File: config.mk
export PLATFORM = sky130hd
export DESIGN_NAME = branch_exec_top
export DESIGN_NICKNAME = d
export VERILOG_FILES = /design/src/hdl/branch_pkg.sv /design/src/hdl/branch_exec_top.sv /design/src/hdl/branch_flag_stage.sv /design/src/hdl/branch_redirect_stage.sv /design/src/hdl/branch_resolution_unit.sv /design/src/hdl/branch_resolve_stage.sv
export SDC_FILE = /design/constraint.sdc
export NUM_CORES = 1
export LEC_CHECK = 0
export ABC_AREA = 1
export BUFFER_PORTS_ARGS = -buffer_cell sky130_fd_sc_hd__clkbuf_2
export CORE_UTILIZATION = 41
export DETAILED_ROUTE_END_ITERATION = 12
export MAX_ROUTING_LAYER = met4
export PLACE_DENSITY_LB_ADDON = 0.12
export SLEW_MARGIN = 15
export SYNTH_ARGS = -nofsm -noshare
export SYNTH_HDL_FRONTEND = slang
export SYNTH_HIERARCHICAL = 1
export SYNTH_SLANG_ARGS = --single-unit
File: constraint.sdc
create_clock -name clk_i -period 10.9 [get_ports clk_i]
set_input_delay 1.09 -clock clk_i [delete_from_list [all_inputs] [get_ports clk_i]]
set_output_delay 1.09 -clock clk_i [all_outputs]
set_load 0.01 [all_outputs]
File: src/hdl/branch_pkg.sv
package branch_pkg;

    // Default datapath width for RV32
    parameter int XLEN_DEFAULT = 32;

    // Branch class from decode
    typedef enum logic [1:0] {
        BR_NONE = 2'b00, // Not a control transfer
        BR_JUMP = 2'b01, // JAL and JALR
        BR_COND = 2'b11  // B-type compare and branch
    } branch_op_e;
    // Code 2'b10 is unused

    // B-type conditions as encoded in funct3
    typedef enum logic [2:0] {
        BEQ  = 3'b000,
        BNE  = 3'b001,
        BLT  = 3'b100,
        BGE  = 3'b101,
        BLTU = 3'b110,
        BGEU = 3'b111
    } branch_cond_e;
    // 3'b010 and 3'b011 have no branch meaning

endpackage

File: src/hdl/branch_exec_top.sv
`timescale 1ns/1ps

module branch_exec_top #(
    parameter int XLEN = branch_pkg::XLEN_DEFAULT
) (
    input  logic                   clk_i,
    input  logic                   arst_n_i,

    // Branch item in
    input  logic                   in_valid_i,
    output logic                   in_ready_o,
    input  logic [XLEN-1:0]        rs1_i,
    input  logic [XLEN-1:0]        rs2_i,
    input  logic [XLEN-1:0]        pc_i,
    input  logic [XLEN-1:0]        imm_i,
    input  logic [2:0]             funct3_i,
    input  branch_pkg::branch_op_e branch_op_i,
    input  logic                   jalr_i,
    input  logic                   pred_taken_i,
    input  logic [XLEN-1:0]        pred_target_i,

    // Result out
    output logic                   out_valid_o,
    input  logic                   out_ready_i,
    output logic                   taken_o,
    output logic                   mispredict_o,
    output logic [XLEN-1:0]        redirect_pc_o,
    output logic [XLEN-1:0]        link_addr_o
);

    // Flag stage to resolve stage
    logic                   s1_valid;
    logic                   s1_ready;
    logic                   s1_neg;
    logic                   s1_zero;
    logic                   s1_carry;
    logic                   s1_v;
    logic [2:0]             s1_funct3;
    branch_pkg::branch_op_e s1_op;
    logic                   s1_jalr;
    logic [XLEN-1:0]        s1_pc;
    logic [XLEN-1:0]        s1_rs1;
    logic [XLEN-1:0]        s1_imm;
    logic                   s1_pred_taken;
    logic [XLEN-1:0]        s1_pred_target;

    // Resolve stage to redirect stage
    logic                   s2_valid;
    logic                   s2_ready;
    logic                   s2_taken;
    logic [XLEN-1:0]        s2_target;
    logic [XLEN-1:0]        s2_pc;
    logic                   s2_pred_taken;
    logic [XLEN-1:0]        s2_pred_target;
    branch_pkg::branch_op_e s2_op;

    branch_flag_stage #(.XLEN(XLEN)) u_flag (
        .clk_i         (clk_i),
        .arst_n_i      (arst_n_i),
        .in_valid_i    (in_valid_i),
        .in_ready_o    (in_ready_o),
        .rs1_i         (rs1_i),
        .rs2_i         (rs2_i),
        .pc_i          (pc_i),
        .imm_i         (imm_i),
        .funct3_i      (funct3_i),
        .branch_op_i   (branch_op_i),
        .jalr_i        (jalr_i),
        .pred_taken_i  (pred_taken_i),
        .pred_target_i (pred_target_i),
        .out_valid_o   (s1_valid),
        .out_ready_i   (s1_ready),
        .neg_o         (s1_neg),
        .zero_o        (s1_zero),
        .carry_o       (s1_carry),
        .v_o           (s1_v),
        .funct3_o      (s1_funct3),
        .branch_op_o   (s1_op),
        .jalr_o        (s1_jalr),
        .pc_o          (s1_pc),
        .rs1_o         (s1_rs1),
        .imm_o         (s1_imm),
        .pred_taken_o  (s1_pred_taken),
        .pred_target_o (s1_pred_target)
    );

    branch_resolve_stage #(.XLEN(XLEN)) u_resolve (
        .clk_i         (clk_i),
        .arst_n_i      (arst_n_i),
        .in_valid_i    (s1_valid),
        .in_ready_o    (s1_ready),
        .neg_i         (s1_neg),
        .zero_i        (s1_zero),
        .carry_i       (s1_carry),
        .v_i           (s1_v),
        .funct3_i      (s1_funct3),
        .branch_op_i   (s1_op),
        .jalr_i        (s1_jalr),
        .pc_i          (s1_pc),
        .rs1_i         (s1_rs1),
        .imm_i         (s1_imm),
        .pred_taken_i  (s1_pred_taken),
        .pred_target_i (s1_pred_target),
        .out_valid_o   (s2_valid),
        .out_ready_i   (s2_ready),
        .taken_o       (s2_taken),
        .target_o      (s2_target),
        .pc_o          (s2_pc),
        .pred_taken_o  (s2_pred_taken),
        .pred_target_o (s2_pred_target),
        .branch_op_o   (s2_op)
    );

    branch_redirect_stage #(.XLEN(XLEN)) u_redirect (
        .clk_i         (clk_i),
        .arst_n_i      (arst_n_i),
        .in_valid_i    (s2_valid),
        .in_ready_o    (s2_ready),
        .taken_i       (s2_taken),
        .target_i      (s2_target),
        .pc_i          (s2_pc),
        .pred_taken_i  (s2_pred_taken),
        .pred_target_i (s2_pred_target),
        .branch_op_i   (s2_op),
        .out_valid_o   (out_valid_o),
        .out_ready_i   (out_ready_i),
        .taken_o       (taken_o),
        .mispredict_o  (mispredict_o),
        .redirect_pc_o (redirect_pc_o),
        .link_addr_o   (link_addr_o)
    );

endmodule

File: src/hdl/branch_flag_stage.sv
`timescale 1ns/1ps

module branch_flag_stage #(
    parameter int XLEN = branch_pkg::XLEN_DEFAULT
) (
    input  logic                   clk_i,
    input  logic                   arst_n_i,

    // Upstream handshake
    input  logic                   in_valid_i,
    output logic                   in_ready_o,

    // Branch fields from decode
    input  logic [XLEN-1:0]        rs1_i,
    input  logic [XLEN-1:0]        rs2_i,
    input  logic [XLEN-1:0]        pc_i,
    input  logic [XLEN-1:0]        imm_i,
    input  logic [2:0]             funct3_i,
    input  branch_pkg::branch_op_e branch_op_i,
    input  logic                   jalr_i,
    input  logic                   pred_taken_i,   // Fetch prediction
    input  logic [XLEN-1:0]        pred_target_i,

    // Downstream handshake
    output logic                   out_valid_o,
    input  logic                   out_ready_i,

    // Registered flags
    output logic                   neg_o,
    output logic                   zero_o,
    output logic                   carry_o,
    output logic                   v_o,

    // Registered passthrough
    output logic [2:0]             funct3_o,
    output branch_pkg::branch_op_e branch_op_o,
    output logic                   jalr_o,
    output logic [XLEN-1:0]        pc_o,
    output logic [XLEN-1:0]        rs1_o,
    output logic [XLEN-1:0]        imm_o,
    output logic                   pred_taken_o,
    output logic [XLEN-1:0]        pred_target_o
);

    logic [XLEN:0] diff;   // rs1 - rs2, carry-out in MSB
    logic          valid_q;
    logic          load;   // Input transfer this cycle

    // Subtract as rs1 + ~rs2 + 1 so the top bit is the no-borrow carry
    assign diff = {1'b0, rs1_i} + {1'b0, ~rs2_i} + {{XLEN{1'b0}}, 1'b1};

    assign in_ready_o  = !valid_q || out_ready_i; // Empty or draining
    assign out_valid_o = valid_q;
    assign load        = in_valid_i && in_ready_o;

    always_ff @(posedge clk_i or negedge arst_n_i) begin
        if (!arst_n_i) begin
            valid_q <= 1'b0;
        end else if (load) begin
            valid_q <= 1'b1;
        end else if (out_ready_i) begin
            valid_q <= 1'b0; // Item left, nothing new
        end
    end

    // Payload only moves on a transfer
    always_ff @(posedge clk_i) begin
        if (load) begin
            neg_o         <= diff[XLEN-1];
            zero_o        <= (diff[XLEN-1:0] == '0);
            carry_o       <= diff[XLEN];
            // Operand signs differ and result sign flips from rs1
            v_o           <= (rs1_i[XLEN-1] != rs2_i[XLEN-1]) &&
                             (diff[XLEN-1] != rs1_i[XLEN-1]);
            funct3_o      <= funct3_i;
            branch_op_o   <= branch_op_i;
            jalr_o        <= jalr_i;
            pc_o          <= pc_i;
            rs1_o         <= rs1_i;
            imm_o         <= imm_i;
            pred_taken_o  <= pred_taken_i;
            pred_target_o <= pred_target_i;
        end
    end

    // Stalled item stays put until resolve stage takes it
    assert property (@(posedge clk_i) disable iff (!arst_n_i)
        (out_valid_o && !out_ready_i) |=> (out_valid_o &&
            $stable({neg_o, zero_o, carry_o, v_o, funct3_o, branch_op_o, jalr_o}) &&
            $stable({pc_o, rs1_o, imm_o, pred_taken_o, pred_target_o})))
    else $error("flag stage output changed under back-pressure");

endmodule

File: src/hdl/branch_redirect_stage.sv
`timescale 1ns/1ps

module branch_redirect_stage #(
    parameter int XLEN = branch_pkg::XLEN_DEFAULT
) (
    input  logic                   clk_i,
    input  logic                   arst_n_i,

    // Upstream handshake
    input  logic                   in_valid_i,
    output logic                   in_ready_o,

    // Resolved branch from stage two
    input  logic                   taken_i,
    input  logic [XLEN-1:0]        target_i,
    input  logic [XLEN-1:0]        pc_i,
    input  logic                   pred_taken_i,
    input  logic [XLEN-1:0]        pred_target_i,
    input  branch_pkg::branch_op_e branch_op_i,

    // Downstream handshake
    output logic                   out_valid_o,
    input  logic                   out_ready_i,

    // Results for fetch and writeback
    output logic                   taken_o,
    output logic                   mispredict_o,
    output logic [XLEN-1:0]        redirect_pc_o,
    output logic [XLEN-1:0]        link_addr_o
);

    import branch_pkg::*;

    logic            valid_q;
    logic            mispredict_q;
    logic            load;
    logic [XLEN-1:0] pc_plus4;      // Fall-through and link
    logic            dir_wrong;     // Direction missed
    logic            tgt_wrong;     // Right direction, wrong target
    logic            mispredict_d;

    assign pc_plus4     = pc_i + {{(XLEN-3){1'b0}}, 3'd4};
    assign dir_wrong    = taken_i != pred_taken_i;
    assign tgt_wrong    = taken_i && pred_taken_i && (target_i != pred_target_i);
    assign mispredict_d = dir_wrong || tgt_wrong;

    assign in_ready_o   = !valid_q || out_ready_i;
    assign out_valid_o  = valid_q;
    assign mispredict_o = mispredict_q;
    assign load         = in_valid_i && in_ready_o;

    // Valid and mispredict are control, both cleared on drain
    always_ff @(posedge clk_i or negedge arst_n_i) begin
        if (!arst_n_i) begin
            valid_q      <= 1'b0;
            mispredict_q <= 1'b0;
        end else if (load) begin
            valid_q      <= 1'b1;
            mispredict_q <= mispredict_d;
        end else if (out_ready_i) begin
            valid_q      <= 1'b0;
            mispredict_q <= 1'b0;   // No stale flush request
        end
    end

    always_ff @(posedge clk_i) begin
        if (load) begin
            taken_o       <= taken_i;
            redirect_pc_o <= taken_i ? target_i : pc_plus4;
            link_addr_o   <= pc_plus4;
        end
    end

    // Flush request only alongside a valid result
    assert property (@(posedge clk_i) disable iff (!arst_n_i)
        !out_valid_o |-> !mispredict_o)
    else $error("mispredict raised with no valid output");

endmodule

File: src/hdl/branch_resolution_unit.sv
`timescale 1ns/1ps

module branch_resolution_unit (
    // Decode fields
    input  logic [2:0] funct3_i,
    input  logic [1:0] branch_op_i,

    // Flags of rs1 - rs2
    input  logic       neg_flag_i,
    input  logic       zero_flag_i,
    input  logic       carry_flag_i,
    input  logic       v_flag_i,

    // High means take the branch
    output logic       pc_src_res_o
);

    import branch_pkg::*;

    logic lt_signed; // Signed less-than from the flags

    assign lt_signed = neg_flag_i ^ v_flag_i;

    always_comb begin
        case (branch_op_i)
            BR_NONE: pc_src_res_o = 1'b0; // Plain instruction
            BR_JUMP: pc_src_res_o = 1'b1; // Unconditional
            BR_COND: begin
                // Condition picked by funct3
                case (funct3_i)
                    BEQ:     pc_src_res_o = zero_flag_i;
                    BNE:     pc_src_res_o = !zero_flag_i;
                    BLT:     pc_src_res_o = lt_signed;
                    BGE:     pc_src_res_o = !lt_signed;
                    BLTU:    pc_src_res_o = !carry_flag_i; // Borrow seen
                    BGEU:    pc_src_res_o = carry_flag_i;
                    default: pc_src_res_o = 1'b0;          // Undefined condition
                endcase
            end
            default: pc_src_res_o = 1'b0; // Undefined op falls through
        endcase
    end

    // Unused op encoding must never reach resolution
    always_comb begin
        assert (branch_op_i !== 2'b10)
        else $error("branch_op 2'b10 reached the resolution unit");
    end

endmodule

File: src/hdl/branch_resolve_stage.sv
`timescale 1ns/1ps

module branch_resolve_stage #(
    parameter int XLEN = branch_pkg::XLEN_DEFAULT
) (
    input  logic                   clk_i,
    input  logic                   arst_n_i,

    // Upstream handshake
    input  logic                   in_valid_i,
    output logic                   in_ready_o,

    // Flags from stage one
    input  logic                   neg_i,
    input  logic                   zero_i,
    input  logic                   carry_i,
    input  logic                   v_i,

    // Branch fields
    input  logic [2:0]             funct3_i,
    input  branch_pkg::branch_op_e branch_op_i,
    input  logic                   jalr_i,
    input  logic [XLEN-1:0]        pc_i,
    input  logic [XLEN-1:0]        rs1_i,
    input  logic [XLEN-1:0]        imm_i,
    input  logic                   pred_taken_i,
    input  logic [XLEN-1:0]        pred_target_i,

    // Downstream handshake
    output logic                   out_valid_o,
    input  logic                   out_ready_i,

    // Resolved branch
    output logic                   taken_o,
    output logic [XLEN-1:0]        target_o,
    output logic [XLEN-1:0]        pc_o,
    output logic                   pred_taken_o,
    output logic [XLEN-1:0]        pred_target_o,
    output branch_pkg::branch_op_e branch_op_o
);

    import branch_pkg::*;

    logic            valid_q;
    logic            load;
    logic            taken_d;   // From resolution unit
    logic [XLEN-1:0] jalr_sum;  // rs1 + imm
    logic [XLEN-1:0] target_d;

    branch_resolution_unit u_bru (
        .funct3_i     (funct3_i),
        .branch_op_i  (branch_op_i),
        .neg_flag_i   (neg_i),
        .zero_flag_i  (zero_i),
        .carry_flag_i (carry_i),
        .v_flag_i     (v_i),
        .pc_src_res_o (taken_d)
    );

    assign jalr_sum = rs1_i + imm_i;
    // JALR drops bit 0, all others are pc relative
    assign target_d = jalr_i ? {jalr_sum[XLEN-1:1], 1'b0} : (pc_i + imm_i);

    assign in_ready_o  = !valid_q || out_ready_i;
    assign out_valid_o = valid_q;
    assign load        = in_valid_i && in_ready_o;

    always_ff @(posedge clk_i or negedge arst_n_i) begin
        if (!arst_n_i) begin
            valid_q <= 1'b0;
        end else if (load) begin
            valid_q <= 1'b1;
        end else if (out_ready_i) begin
            valid_q <= 1'b0;
        end
    end

    always_ff @(posedge clk_i) begin
        if (load) begin
            taken_o       <= taken_d;
            target_o      <= target_d;
            pc_o          <= pc_i;
            pred_taken_o  <= pred_taken_i;
            pred_target_o <= pred_target_i;
            branch_op_o   <= branch_op_i;
        end
    end

    // Decode should never hand over a conditional with a reserved funct3
    assert property (@(posedge clk_i) disable iff (!arst_n_i)
        (load && branch_op_i == BR_COND) |-> !(funct3_i inside {3'b010, 3'b011}))
    else $error("undefined funct3 %b on accepted conditional branch", funct3_i);

endmodule

==> impl_metrics.json <==
{
  "status": "completed",
  "initial_core_util_pct": 41.6,
  "design.core.area_um2": 45400,
  "crit_path_end_kind": "flip-flop",
  "critical_path_arrival_ns": 3.44,
  "postSynthCellCount": 2381,
  "preCtsSetupSlack_ns": 7.44,
  "area_enclosed_by_the_die_boundary_um2": 46900,
  "cts_resized": 0,
  "cap_violations": 0,
  "regToRegStartpoint": "u_flag/pc_o[0]",
  "final.period_utilization_pct": 27.9,
  "timing.setup.critical_path_class": "input port to flip-flop",
  "crit-reg2reg-capture": "u_resolve/target_o[28]",
  "min_path_type": "input port to asynchronous set/reset pin",
  "p_clk_share_pct": 33.7,
  "clock_tree_buffer_depth": 3,
  "tritoncts_clock_tree": "done",
  "wl_per_cell_um": 16.7,
  "ctsHoldBuffers": 0,
  "power-per-cell-area_nw_per_um2": 157,
  "postRouteAntennaNets": 0,
  "timing.max_slew.rel_slack_pct": 33.3,
  "route.detailed.vias_per_inst": 4.80,
  "final-hold-violation-count": 0,
  "num_antenna_cells": 0,
  "fmax_mhz": 329,
  "worst-slew-pin-transition_ns": 0.999,
  "worstRegToRegCells": 10,
  "post-cts-setup-buffer-count": 0,
  "cp-startpoint": "rs1_i[20]",
  "nNetsFinal": 2919,
  "floorplan.die.width_um": 217,
  "drive_above_1_share_pct": 14.4,
  "drt_wl_total_mm": 54.7,
  "worst_slack_ns": 7.86,
  "finalPower_mw": 3.46,
  "switching_power_mw": 1.07,
  "seq_power_share_pct": 44.4,
  "ctsHtreeMaxLevel": 2,
  "vias_in_the_first_global_route": 15500,
  "setup_violators_final": 0,
  "netSwitchingFraction_pct": 30.9,
  "drcViolationCount": 0,
  "yosysWarnings": 6,
  "timing.setup.tns_ns": 0,
  "comb_power_share_pct": 21.8,
  "top_level_ports": 239,
  "synthesis.area_um2": 18900,
  "hpwl_mm": 44.9,
  "whs_ns": 0.348,
  "syn_nets": 2650,
  "power_report.internal_total_mw": 2.39,
  "number_of_antenna_violations_at_the_first_check_in_global_routing": 0,
  "max_ir_drop_vdd_mv": 0.113,
  "die_h_um": 217,
  "grt_remaining_overflow": 0,
  "cts_buffer_count": 35,
  "rsz0062_at_grt": "false",
  "fin_skew_ns": 0.0298,
  "grt_pass1_wl_mm": 83.1,
  "area_delta_synth_final_pct": 16.4,
  "grt_start_max_net_pins": 64,
  "fillers": 4528,
  "drt_first_pass_iters": 5,
  "placementRows": 78,
  "final_period_demand_of_the_worst_path_ns": 3.04,
  "rrSetupSlack_ns": 8.43,
  "numClockSinks": 306,
  "clk-insertion-delay-late_ns": 0.55,
  "clkTransAtPathRegs_ns": 0.06,
  "critPathRequiredTime_ns": 11.30,
  "overall_routing_resource_usage_pct": 24.2,
  "avgSynthCellArea_um2": 7.94,
  "finish.utilization_pct": 48.5,
  "num_vias": 15700,
  "highest_fanout_seen_on_the_critical_path": 5,
  "initialDrtViolationCount": 845,
  "port_buffers": 238,
  "p_leak_nw": 11.1,
  "final-max-slew-violation-count": 0,
  "place.gp.congestion": 0.918,
  "cts.root.buffer_cell": "sky130_fd_sc_hd__clkbuf_16",
  "crit_path_start_kind": "input port"
}
-- registers in the layout, indices dropped and copies added (netlist names), 2 cells and up --
| name | count |
|---|---|
| u_flag/branch_op_o | 2 |
| u_flag/funct3_o | 3 |
| u_flag/imm_o | 32 |
| u_flag/pc_o | 32 |
| u_flag/pred_target_o | 32 |
| u_flag/rs1_o | 32 |
| u_redirect/link_addr_o | 32 |
| u_redirect/redirect_pc_o | 32 |
| u_resolve/pc_o | 32 |
| u_resolve/pred_target_o | 32 |
| u_resolve/target_o | 32 |
-- worst max-delay path by stage --
stage / to / slack (ns) / depth (start not counted)
after floorplan: u_flag/branch_op_o[0] / 2.19 / 6
after global placement: u_flag/zero_o / 7.34 / 15
after detailed placement: u_flag/zero_o / 7.44 / 15
after CTS: in_ready_o / 7.99 / 8
after global routing: u_flag/zero_o / 7.74 / 15
final: u_flag/zero_o / 7.86 / 15
-- critical path, cell delays in order --
cell and delay [ns]:
sky130_fd_sc_hd__clkbuf_2 0.11, sky130_fd_sc_hd__ha_1 0.37, sky130_fd_sc_hd__nand2_1 0.16, sky130_fd_sc_hd__inv_1 0.05, sky130_fd_sc_hd__nand2_1 0.06, sky130_fd_sc_hd__nand3_1 0.12, sky130_fd_sc_hd__a21oi_1 0.47, sky130_fd_sc_hd__nand3_1 0.35
sky130_fd_sc_hd__nand2_1 0.14, sky130_fd_sc_hd__nand2_1 0.05, sky130_fd_sc_hd__nor2_1 0.11, sky130_fd_sc_hd__nand2_1 0.06, sky130_fd_sc_hd__nor2_1 0.12, sky130_fd_sc_hd__nand3_1 0.08, sky130_fd_sc_hd__nor2_1 0.08
-- layout make-up --
class	instances	area, um^2	area share (%)
Clock inverter	25	231	1.05
Inverter	455	1710	7.77
Sequential cell	306	9170	41.7
Timing Repair Buffer	246	1250	5.69
Multi-Input combinational cell	1606	7980	36.3
Clock buffer	39	912	4.15
Tap cell	600	751	3.41
-- placed cells by master (no fill, tap or decap), drive strengths merged --
cell type  instances
nand3            134
nand3b            17
o21bai             6
xor2              24
bufinv             3
o311ai             1
a21o               3
nand2            928
fa                 3
nor4               1
clkbuf           277
clkinvlp           4
clkinv            16
nor3              25
xnor2             25
or2                1
buf                8
inv              457
and2               3
dfrtp              4
o21ai             50
ha                95
a21oi             84
edfxtp           302
nor2             185
nor3b              1
nand4             18
and3               2
-- metrics by stage --
stage | instances | cell area (um^2)
after floorplan | 2381 | 18900
after CTS | 3277 | 22000
final | 3277 | 22000
after global routing | 3277 | 22000
after detailed placement | 3213 | 20900
after global placement | 3213 | 20900
-- power by group through the flow --
stage	sequential [mW]	clock, mW	combinational, mW
floorplan	1.56	0	0.486
global placement	1.56	0	0.750
detailed placement	1.56	0	0.755
CTS	1.54	1.20	0.759
global route	1.55	1.24	0.854
finish	1.54	1.17	0.756
-- per-layer routing --
layer | vias up | wire length [um] | GRT usage [%]
met2 | 402 | 26300 | 40.9
li1 | 8056 | - | -
met4 | 0 | 2540 | 11.0
met1 | 7155 | 23500 | 29.0
met5 | - | 0 | -
met3 | 109 | 2330 | 2.79
Note: power is estimated with default switching activity, not from simulation.
